$ cat config.mk
export PLATFORM = sky130hd
export DESIGN_NAME = issue_queue
export DESIGN_NICKNAME = d
export VERILOG_FILES = /design/src/sched_pkg.sv /design/src/issue_queue.sv
export SDC_FILE = /design/constraint.sdc
export NUM_CORES = 1
export LEC_CHECK = 0
export ABC_AREA = 1
export BUFFER_PORTS_ARGS = -buffer_cell sky130_fd_sc_hd__buf_2
export CORE_MARGIN = 8
export CORE_UTILIZATION = 45
export CTS_CLUSTER_DIAMETER = 150
export DETAILED_ROUTE_END_ITERATION = 16
export GPL_TIMING_DRIVEN = 1
export MAX_ROUTING_LAYER = met4
export PLACE_DENSITY = 0.63
export SETUP_SLACK_MARGIN = 0.05
export SKIP_CTS_REPAIR_TIMING = 1
export SKIP_LAST_GASP = 1
export SYNTH_ARGS = -nofsm -noshare
export SYNTH_HDL_FRONTEND = slang
export SYNTH_SLANG_ARGS = --single-unit
$ cat constraint.sdc
create_clock -name clk_i -period 6.7 [get_ports clk_i]
set_input_delay 0.67 -clock clk_i [delete_from_list [all_inputs] [get_ports clk_i]]
set_output_delay 0.67 -clock clk_i [all_outputs]
set_load 0.005 [all_outputs]
$ cat src/sched_pkg.sv
// ~~~~~~~~~~~~~~~~~~~~~~~~~~~~~~~~~~~~~~~~~~~~~~~~
// Shared widths, dispatch kind codes and the
// instruction word views for the issue scheduler.
// Referenced by scoped name from every module.
// ~~~~~~~~~~~~~~~~~~~~~~~~~~~~~~~~~~~~~~~~~~~~~~~~
`default_nettype none

package sched_pkg;

  localparam int XLEN           = 64;
  localparam int VADDR_W        = 39;
  localparam int INSTR_W        = 32;
  localparam int REG_ADDR_W     = 5;
  localparam int QUEUE_DEPTH    = 4;
  localparam int QUEUE_PTR_W    = $clog2(QUEUE_DEPTH);
  localparam int QUEUE_CNT_W    = $clog2(QUEUE_DEPTH + 1);
  localparam int PREFETCH_COUNT = 4;
  localparam int PREF_CNT_W     = $clog2(PREFETCH_COUNT + 1);
  localparam int STRIDE_W       = 8;
  localparam int KIND_W         = 3;

  // dispatch kinds, listed in grant priority order
  localparam logic [KIND_W-1:0] KIND_LATE_WB   = KIND_W'(0);
  localparam logic [KIND_W-1:0] KIND_RESUME    = KIND_W'(1);
  localparam logic [KIND_W-1:0] KIND_INTERRUPT = KIND_W'(2);
  localparam logic [KIND_W-1:0] KIND_INSTR     = KIND_W'(3);
  localparam logic [KIND_W-1:0] KIND_FETCH_EXC = KIND_W'(4);
  localparam logic [KIND_W-1:0] KIND_PREFETCH  = KIND_W'(5);

  localparam logic [6:0] OPCODE_LOAD = 7'b0000011;

  typedef union packed {
    struct packed {
      logic [6:0]            funct7;
      logic [REG_ADDR_W-1:0] rs2;
      logic [REG_ADDR_W-1:0] rs1;
      logic [2:0]            funct3;
      logic [REG_ADDR_W-1:0] rd;
      logic [6:0]            opcode;
    } rtype;
    struct packed {
      logic [11:0]           imm12;
      logic [REG_ADDR_W-1:0] rs1;
      logic [2:0]            funct3;
      logic [REG_ADDR_W-1:0] rd;
      logic [6:0]            opcode;
    } itype;
  } rv_instr_u;

endpackage

`default_nettype wire

$ cat src/issue_queue.sv
// ~~~~~~~~~~~~~~~~~~~~~~~~~~~~~~~~~~~~~~~~~~~~~~~~
// Four-entry circular queue of fetch entries.
// The oldest entry is shown combinationally and
// leaves on deq_i; clr_i flushes everything.
// ~~~~~~~~~~~~~~~~~~~~~~~~~~~~~~~~~~~~~~~~~~~~~~~~
`timescale 1ns/10ps
`default_nettype none

module issue_queue
  (input  wire                               clk_i,
   input  wire                               rst_i,
   input  wire                               clr_i,
   input  wire                               fe_queue_v_i,
   input  wire [sched_pkg::VADDR_W-1:0]      fe_pc_i,
   input  sched_pkg::rv_instr_u              fe_instr_i,
   input  wire                               fe_exc_i,
   input  wire                               deq_i,
   output logic                              fe_queue_ready_and_o,
   output logic                              head_v_o,
   output logic [sched_pkg::VADDR_W-1:0]     head_pc_o,
   output sched_pkg::rv_instr_u              head_instr_o,
   output logic                              head_exc_o);

  logic [sched_pkg::VADDR_W-1:0]     pc_mem    [sched_pkg::QUEUE_DEPTH];
  sched_pkg::rv_instr_u              instr_mem [sched_pkg::QUEUE_DEPTH];
  logic                              exc_mem   [sched_pkg::QUEUE_DEPTH];
  logic [sched_pkg::QUEUE_PTR_W-1:0] rd_ptr;
  logic [sched_pkg::QUEUE_PTR_W-1:0] wr_ptr;
  logic [sched_pkg::QUEUE_CNT_W-1:0] count;
  logic                              enq;
  logic                              deq;

  assign fe_queue_ready_and_o =
    (count != sched_pkg::QUEUE_CNT_W'(sched_pkg::QUEUE_DEPTH));
  assign head_v_o = (count != '0);
  assign enq = fe_queue_v_i & fe_queue_ready_and_o;
  assign deq = deq_i & head_v_o;

  assign head_pc_o    = pc_mem[rd_ptr];
  assign head_instr_o = instr_mem[rd_ptr];
  assign head_exc_o   = exc_mem[rd_ptr];

  always_ff @(posedge clk_i)
  begin
    if (enq)
    begin
      pc_mem[wr_ptr]    <= fe_pc_i;
      instr_mem[wr_ptr] <= fe_instr_i;
      exc_mem[wr_ptr]   <= fe_exc_i;
    end
  end

  // clear wins over enqueue and dequeue
  always_ff @(posedge clk_i)
  begin
    if (rst_i || clr_i)
    begin
      rd_ptr <= '0;
      wr_ptr <= '0;
      count  <= '0;
    end
    else
    begin
      if (enq)
        wr_ptr <= wr_ptr + sched_pkg::QUEUE_PTR_W'(1);
      if (deq)
        rd_ptr <= rd_ptr + sched_pkg::QUEUE_PTR_W'(1);
      if (enq && !deq)
        count <= count + sched_pkg::QUEUE_CNT_W'(1);
      else if (deq && !enq)
        count <= count - sched_pkg::QUEUE_CNT_W'(1);
    end
  end

endmodule

`default_nettype wire

==> results.md, run 1 <==
- Via total after detailed routing: 6615
- Worst Hold End: pc_mem[1][27]
- Library cell with the highest instance count after synthesis: edfxtp_1
- Area of the multi-input gates: 0.00243 mm^2
- Static leakage power: 4.65 nW
- GR Overflow Total: 0
- DRC Markers: 0
- Instance count of the mapped netlist: 765
- Number of detailed-routing iterations run before antenna repair: 4
- Setup tns final: 0 ns
- Fin crit period: 3.64 ns
- Sequential standard cell area: 0.00883 mm^2
- Most frequent cells after synthesis: edfxtp_1, o21ai_0, nor2_1
- WL per Instance: 19.3 um
- Core area: 0.0253 mm^2
- Bufs on Longest Clock Path: 3
- Std cell rows: 58
- Setup violations, final: 0
- Setup repair after global routing missed its margin: false
- Summed area of non-filler cells in the final layout: 0.0135 mm^2
- Via count of the first global-routing pass: 6793
- Antenna violations before repair: 7
- Share of the synthesized area in the top cell type: 74.7%
- Critical path class: reg2out
- Half-perimeter wire length after placement: 14.3 mm
- Cell taking the most area after synthesis: edfxtp_1
- CTS H-tree lvls: 1
- Via density per instance: 5.22
- Worst-Skew Late Latency: 0.53 ns
- Final layout net count: 992
- F_max: 0.275 GHz
- Worst Tran Pin Value: 1.10 ns
- Top cells by area, synth: edfxtp_1, o21ai_0, o22ai_2
- Cell at the root of the clock tree: clkbuf_16
- Number of buffers created by CTS: 30
- Main flop type after synthesis: edfxtp_1
- Depth of the most critical reg-to-reg path: 5
- Destination of the worst register-to-register timing path: instr_mem[1][30]
- Total Routing Usage GR: 15.9%
- Synthesis-to-finish area growth: 16.2%
- Antenna viol nets, final: 0
- Cell variety after synth: 24
- Class of the worst hold path: in2reg
- PwrDens: 290 mW/mm^2
- Hold violation count in the final report: 0
- Synthesized Nets: 848
- Clk pin slew, worst setup/hold paths: 0.06 ns
- Number of warning messages in the yosys log: 0
- Post-synthesis area per instance: 15.1 um^2
- Launch instance of the worst min-delay path: fe_pc_i[27]
- Ys async rst share: 0%
- Final setup skew: 0.00604 ns
- Clock Sinks: 297
- Worst path max stage delay: 0.65 ns
- Sequential area share after synthesis: 76.2%
- Data required time of the worst path: 6.03 ns
- Fin crit share: 54.4%
- Port Buf Inserts: 150
- Max-cap viol count: 0
- TritonCTS clock tree: yes
- Last weighted congestion value of the routability-driven placer: 0.716
- Total routed wirelength: 24.5 mm
- Pin count of the biggest net entering global routing: 91
- Post-synthesis instance area: 0.0116 mm^2
- Number of enable flip-flop cells after synthesis: 288
- Yosys reg bits: 297
- WHS Path Cells: 1
- Worst-case vdd ir drop: 137 uV
- Die Outline Area: 0.0311 mm^2
- Largest fanout of any net on the critical path: 87
- Top-level I/O count: 151
- Startpoint kind of the worst setup timing path: flop
- Starting utilization of the core area: 45.8%
- Post-Place Cell Area: 0.0126 mm^2
- Relative max-transition margin: 26.3%
- FILL cells: 2117
- Run status: finished, final reports clean
- Register-to-register setup slack: 3.87 ns
- Worst R2R Start: count[0]
- CP Cell Sequence: inv_6 -> buf_4 -> o21ai_0 -> o22ai_1 -> buf_2
- Slew Viols, Final: 0
- Wire length of the first global-routing pass: 37.8 mm
- Die Height: 176 um
- Endpoint type of the worst setup path: primary output
- Share of layout cells above drive strength 1: 32.9%
- Die Span X: 176 um
- Initial DRC Count: 451
- Cell with the biggest individual delay on the critical path: buf_4
- Critical path arrival: 2.97 ns
-- per-layer routing --
metal  global-route usage (%)  vias to the layer above  wire length (um)
li1                         -                     3158                 -
met1                     20.6                     3239             11100
met2                     24.8                      188             11400
met3                     3.89                       30              1680
met4                     4.10                        0               352
met5                        -                        -                 0
-- critical path, delay by kind of cell, from the launching register on --
| family | cells | cell delay (ns) |
|---|---|---|
| AO/OA/AOI/OAI | 2 | 0.38 |
| flip-flops | 1 | 0.52 |
| buffers and inverters | 3 | 1.46 |
-- worst max path at each step --
| stage | endpoint | cells past startpoint | from | slack (ns) |
|---|---|---|---|---|
| after floorplan | exc_mem[0] | 2 | fe_queue_v_i | 2.41 |
| after global placement | head_pc_o[32] | 5 | flop | 3.63 |
| after detailed placement | head_pc_o[29] | 5 | flop | 3.57 |
| after CTS | head_pc_o[29] | 5 | flop | 2.99 |
| after global routing | head_pc_o[29] | 5 | flop | 2.80 |
| final | head_pc_o[29] | 5 | flop | 3.06 |
-- metrics by stage --
step / cells / hold WS (ns) / worst slack (ns) / util (%) / power (mW)
floorplan: 765 / 0.467 / 2.41 / - / 2.33
global placement: 1207 / 0.482 / 3.63 / 49.7 / 2.47
detailed placement: 1207 / 0.484 / 3.57 / 49.7 / 2.47
CTS: 1262 / 0.325 / 2.99 / 53.2 / 3.95
global route: 1268 / 0.318 / 2.80 / 53.3 / 4.05
finish: 1268 / 0.351 / 3.06 / 53.3 / 3.90
-- layout make-up --
type / count / area share [%]
timing repair buffer: 158 / 6.03
inverter: 16 / 0.502
tap: 330 / 3.07
clock buffer: 39 / 5.99
clock inverter: 16 / 0.567
multi-input combinational: 406 / 18.1
antenna: 6 / 0.112
sequential: 297 / 65.7
-- logic make-up after synthesis --
family                     synth area share [%]
buffers and inverters                      3.02
AOI/OAI and AO/OA                          13.0
xor gates and xnor gates                 0.0757
and+or+nand+nor                            6.96
adders and majority gates                 0.713
DFF                                        76.2
-- cells in the final DEF (no fill, tap or decap), types with 5 or more instances in the layout --
cell and instances:
nand2_1 17, diode_2 6, clkinv_2 9, dfxtp_1 7, clkbuf_1 8, nor2_1 103, o21ai_1 10, buf_4 8
o22ai_1 22, buf_2 150, clkinv_1 6, edfxtp_1 288, o22ai_2 50, inv_1 14, clkbuf_16 31, o21ai_0 134
nor2_2 50, ha_1 5
-- power by group --
group	switching, mW	internal (mW)	total, mW
Combinational	0.184	0.108	0.292
Clock	0.636	0.843	1.48
Sequential	0.0201	2.11	2.13
-- sequential cells by signal, indices dropped and copies added, names as in the netlist, named ones only --
| name | flops |
|---|---|
| count | 3 |
| instr_mem | 128 |
| wr_ptr | 2 |
| exc_mem | 4 |
| pc_mem | 156 |
| rd_ptr | 2 |
Note: power is estimated with default switching activity, not from simulation.
==> run 2, diff against run 1 <==
--- a/config.mk
+++ b/config.mk
@@ -13,7 +13,7 @@
 export DETAILED_ROUTE_END_ITERATION = 16
 export GPL_TIMING_DRIVEN = 1
 export MAX_ROUTING_LAYER = met4
-export PLACE_DENSITY = 0.63
+export PLACE_DENSITY = 0.65
 export SETUP_SLACK_MARGIN = 0.05
 export SKIP_CTS_REPAIR_TIMING = 1
 export SKIP_LAST_GASP = 1
==> constraint.sdc (replaced) <==
create_clock -name clk_i -period 3.1 [get_ports clk_i]
set_input_delay 0.31 -clock clk_i [delete_from_list [all_inputs] [get_ports clk_i]]
set_output_delay 0.31 -clock clk_i [all_outputs]
set_load 0.005 [all_outputs]
==> results.md, run 2 (synthesis results as in run 1) <==
- Run status: finished, final reports clean
- Fin crit period: 2.78 ns
- Max-cap viol count: 0
- Via density per instance: 5.16
- Post-Place Cells: 1213
- Endpoint type of the worst setup path: primary output
- TritonCTS clock tree: yes
- Leading cell types in the layout, fill and taps excluded: edfxtp_1, buf_2, o21ai_0
- PwrDens: 606 mW/mm^2
- Bufs on Longest Clock Path: 3
- Critical path class: reg2out
- Number of buffers created by CTS: 30
- Final layout net count: 1061
- Die Height: 176 um
- Die Outline Area: 0.0311 mm^2
- GR Overflow Total: 0
- Fraction of met3 tracks used by global routing: 3.63%
- Antenna viol nets, final: 0
- Worst-Skew Late Latency: 0.53 ns
- Via count of the first global-routing pass: 7025
- Startpoint kind of the worst setup timing path: flop
- Worst-case vdd ir drop: 468 uV
- Antenna violations before repair: 3
- WL per Instance: 18.3 um
- Worst Tran Pin Value: 0.794 ns
- Non-filler cells in the finished layout: 1333
- Class of the worst hold path: in2reg
- Met2 usage in global routing: 25.6%
- Setup violations, final: 0
- DRC Markers: 0
- Synthesis-to-finish area growth: 22.2%
- Max FFs per register: 156
- CTS H-tree lvls: 1
- Cell at the root of the clock tree: clkbuf_16
- Final core utilization: 56.0%
- Largest fanout of any net on the critical path: 44
- Clock Sinks: 297
- Half-perimeter wire length after placement: 13.6 mm
- Largest register by flop count: pc_mem
- Cell with the biggest individual delay on the critical path: dfxtp_2
- Starting utilization of the core area: 45.8%
- Worst slack, placed: 0.853 ns
- Last weighted congestion value of the routability-driven placer: 0.699
- Depth of the most critical reg-to-reg path: 13
- Final setup skew: 0.0103 ns
- Top-level I/O count: 151
- Relative max-transition margin: 47.1%
- CP Cell Sequence: buf_4 -> o21ai_0 -> o22ai_2 -> buf_2
- Data required time of the worst path: 2.79 ns
- Hold violation count in the final report: 0
- Static leakage power: 4.94 nW
- Pin count of the biggest net entering global routing: 145
- Number of detailed-routing iterations run before antenna repair: 4
- Core area: 0.0253 mm^2
- Critical path arrival: 2.47 ns
- Setup repair after global routing missed its margin: false
- Worst path max stage delay: 0.73 ns
- Initial DRC Count: 370
- Total routed wirelength: 24.4 mm
- Die Span X: 176 um
- Clk pin slew, worst setup/hold paths: 0.06 ns
- WHS Path Cells: 1
- Wire length of the first global-routing pass: 37.8 mm
- Port Buf Inserts: 150
- Final WS setup: 0.319 ns
- Share of layout cells above drive strength 1: 31.0%
- Std cell rows: 58
- Commonest non-fill, non-tap cell in the layout: edfxtp_1
- GR peak layer: met2
- F_max: 0.360 GHz
- Met1 track utilization from global routing: 19.4%
- Total Routing Usage GR: 15.7%
- Via total after detailed routing: 6876
- Fin crit share: 89.7%
- Slew Viols, Final: 0
- Biggest registers after layout: pc_mem (156), instr_mem (128), exc_mem (4)
- Worst-case hold slack: 0.00561 ns
==> run 2: cell types whose count changed in the layout (fill, tap and decap cells not counted), sizes merged <==
cell and delta:
inv -1, dlygate4sd3 +63, clkinvlp +2, bufinv +1, clkinv +1, clkbuf -4, diode -3, buf +6
==> run 2: worst paths after layout <==
kind,slack [ns],endpoint,start
min,0.006,instr_mem[0][7],fe_instr_i[7]
max,0.32,head_instr_o[18],flop
min reg2reg,0.49,count[1],count[1]
max reg2reg,0.95,count[2],count[0]
==> run 2: area by class of cell <==
class / count / area (um^2)
repair buffers: 227 / 1500
flip-flops and latches: 297 / 8830
well taps: 330 / 413
inverters: 16 / 67.6
fillers: 2054 / 11100
diodes: 3 / 7.51
multi-input cells: 406 / 2430
clock buffers: 35 / 791
clock inverters: 19 / 110
==> run 2: report_power, final <==
| group | switching (mW) | internal [mW] | total (mW) |
|---|---|---|---|
| logic | 0.408 | 0.292 | 0.700 |
| clock network | 1.39 | 1.88 | 3.27 |
| registers | 0.0341 | 4.56 | 4.60 |
| total | 1.83 | 6.74 | 8.57 |
==> run 2: critical path, delay by kind of cell (launching register included) <==
kind / cells / cell delay [ns]
flip-flops: 1 / 0.73
AO/OA/AOI/OAI: 2 / 0.46
buffers and inverters: 2 / 0.72
==> run 2: metrics by stage <==
| step | setup TNS [ns] | cell area [um^2] | power (mW) |
|---|---|---|---|
| final | 0 | 14200 | 8.57 |
| after global routing | 0 | 14200 | 8.91 |
| after CTS | 0 | 13500 | 8.62 |
| after detailed placement | 0 | 12600 | 5.34 |
| after global placement | 0 | 12600 | 5.32 |
| after floorplan | -314.82 | 11600 | 5.04 |
==> run 2: layer usage <==
metal / up-vias / part of all wire, %
met5: - / 0
met2: 187 / 49
li1: 3285 / -
met3: 27 / 5.9
met1: 3377 / 44
met4: 0 / 1.4
==> run 3, diff against run 2 <==
--- a/config.mk
+++ b/config.mk
@@ -13,7 +13,7 @@
 export DETAILED_ROUTE_END_ITERATION = 16
 export GPL_TIMING_DRIVEN = 1
 export MAX_ROUTING_LAYER = met4
-export PLACE_DENSITY = 0.65
+export PLACE_DENSITY = 0.63
 export SETUP_SLACK_MARGIN = 0.05
 export SKIP_CTS_REPAIR_TIMING = 1
 export SKIP_LAST_GASP = 1
==> constraint.sdc (replaced) <==
create_clock -name clk_i -period 2.9 [get_ports clk_i]
set_input_delay 0.29 -clock clk_i [delete_from_list [all_inputs] [get_ports clk_i]]
set_output_delay 0.29 -clock clk_i [all_outputs]
set_load 0.005 [all_outputs]
==> results.md, run 3 (synthesis results as in run 1) <==
- Comb pwr share: 8.4%
- Largest register by flop count: pc_mem
- Last weighted congestion value of the routability-driven placer: 0.734
- Startpoint kind of the worst setup timing path: flop
- Register-to-register setup slack: 0.81 ns
- Worst path max stage delay: 0.63 ns
- Number of detailed-routing iterations run before antenna repair: 4
- Total routed wirelength: 23.8 mm
- Fin crit share: 86.7%
- Die Height: 176 um
- Depth of the most critical reg-to-reg path: 13
- WHS Path Cells: 4
- Leading cell types in the layout, fill and taps excluded: edfxtp_1, buf_2, o21ai_0
- Worst-case vdd ir drop: 485 uV
- Summed area of non-filler cells in the final layout: 0.0142 mm^2
- Bufs on Longest Clock Path: 3
- Final setup skew: 0.00919 ns
- Worst Hold End: wr_ptr[1]
- Worst Tran Pin Value: 0.802 ns
- Initial DRC Count: 469
- WL per Instance: 17.8 um
- Portion of total power attributed to the clock network: 37.5%
- Internal power consumption: 7.14 mW
- Total Routing Usage GR: 14.7%
- CTS H-tree lvls: 1
- Metal3 WL: 1.32 mm
- Worst R2R Start: count[0]
- Antenna violations before repair: 1
- Die Outline Area: 0.0311 mm^2
- Post-Place Cell Area: 0.0127 mm^2
- Highest metal layer with signal wires: met4
- Max-cap viol count: 0
- Length of routed wiring on met1: 10.7 mm
- Clk pin slew, worst setup/hold paths: 0.06 ns
- Design Power: 9.08 mW
- Wire length of the first global-routing pass: 35.3 mm
- Class of the worst hold path: in2reg
- Net Switching: 1.94 mW
- Die Span X: 176 um
- Via count of the first global-routing pass: 6491
- Wire length on met2: 11.4 mm
- Clock Sinks: 297
- Data required time of the worst path: 2.61 ns
- Final layout net count: 1069
- F_max: 0.398 GHz
- GR Overflow Total: 0
- Worst-Skew Late Latency: 0.54 ns
- Pin count of the biggest net entering global routing: 145
- Biggest registers after layout: pc_mem (156), instr_mem (128), exc_mem (4)
- Hold violation count in the final report: 0
- CP Cell Sequence: buf_4 -> o21ai_0 -> o22ai_1 -> buf_2
- FILL cells: 2072
- Top-level I/O count: 151
- Endpoint type of the worst setup path: primary output
- Antenna viol nets, final: 0
- Commonest non-fill, non-tap cell in the layout: edfxtp_1
- TritonCTS clock tree: yes
- Starting utilization of the core area: 45.8%
- Cell with the biggest individual delay on the critical path: buf_4
- Via density per instance: 5.13
- Launch instance of the worst min-delay path: rst_i
- Largest fanout of any net on the critical path: 72
- Setup repair after global routing missed its margin: false
- Port Buf Inserts: 150
- Slew Viols, Final: 0
- Static leakage power: 4.97 nW
- Std cell rows: 58
- Critical path arrival: 2.22 ns
- Via total after detailed routing: 6861
- Fin crit period: 2.51 ns
- Cell at the root of the clock tree: clkbuf_16
- Setup violations, final: 0
- Relative max-transition margin: 46.5%
- Switching share of total power: 21.4%
- Half-perimeter wire length after placement: 12.9 mm
- Proportion of power drawn by flip-flops and latches: 54.1%
- Run status: finished, final reports clean
- Destination of the worst register-to-register timing path: count[2]
- Core area: 0.0253 mm^2
- PwrDens: 637 mW/mm^2
- Number of buffers created by CTS: 30
- Max FFs per register: 156
- Share of layout cells above drive strength 1: 30.5%
- DRC Markers: 0
- Synthesis-to-finish area growth: 23.0%
- Critical path class: reg2out
## run 3: cell count changes in the layout (fill, tap and decap cells not counted), sizes merged
| cell | previous run | this run |
|---|---|---|
| diode | 3 | 1 |
| bufinv | 1 | 0 |
| buf | 164 | 163 |
| dlygate4sd3 | 63 | 72 |
| clkbuf | 35 | 40 |
| clkinvlp | 2 | 1 |
| clkinv | 16 | 11 |
## run 3: per-stage QoR
stage	hold WS (ns)	TNS (ns)	worst slack [ns]	std cells	utilization [%]
2_1_floorplan	0.389	-37.46	-0.130	765	-
3_3_place_gp	0.482	0	0.875	1212	50.1
3_5_place_dp	0.491	0	0.812	1212	50.1
4_1_cts	-0.0631	0	0.357	1264	53.5
5_1_grt	0.0356	0	0.189	1337	56.4
6_report	0.0226	0	0.386	1337	56.4
## run 3: worst max-delay path, delay by kind of cell, from the launching register on
family	cells	cell delay, ns
buffers and inverters	2	0.80
AOI/OAI and AO/OA	2	0.50
DFF	1	0.35
## run 3: routing by layer
metal	up-vias	track usage, %
li1	3311	-
met1	3353	18.9
met2	171	23.7
met3	26	3.16
met4	0	3.50
met5	-	-
## run 3: worst max-delay path by stage
stage             start       endpoint  slack (ns)  cells after the start
2_1_floorplan  count[0]     exc_mem[0]       -0.13                      4
3_3_place_gp   count[0]       count[2]        0.87                     13
3_5_place_dp   count[0]       count[2]        0.81                     13
4_1_cts            flop  head_pc_o[38]        0.36                      4
5_1_grt            flop     head_exc_o        0.19                      4
6_report           flop     head_exc_o        0.39                      4
## run 3: final cells by class
type                       instances  area, um^2  area share (%)
inverter                          16        67.6           0.474
multi-input combinational        406        2430            17.1
sequential                       297        8830            62.0
clock inverter                    12        53.8           0.378
antenna                            1        2.50          0.0176
clock buffer                      40         810            5.68
timing repair buffer             235        1630            11.5
tap                              330         413            2.90
## run 3: power by group through the flow
stage               registers (mW)  clock network, mW  logic [mW]
floorplan                     5.01                  0       0.376
detailed placement            5.00                  0       0.698
finish                        4.91               3.40       0.760
global placement              5.00                  0       0.691
global route                  4.92               3.64       0.842
CTS                           4.91               3.48       0.699
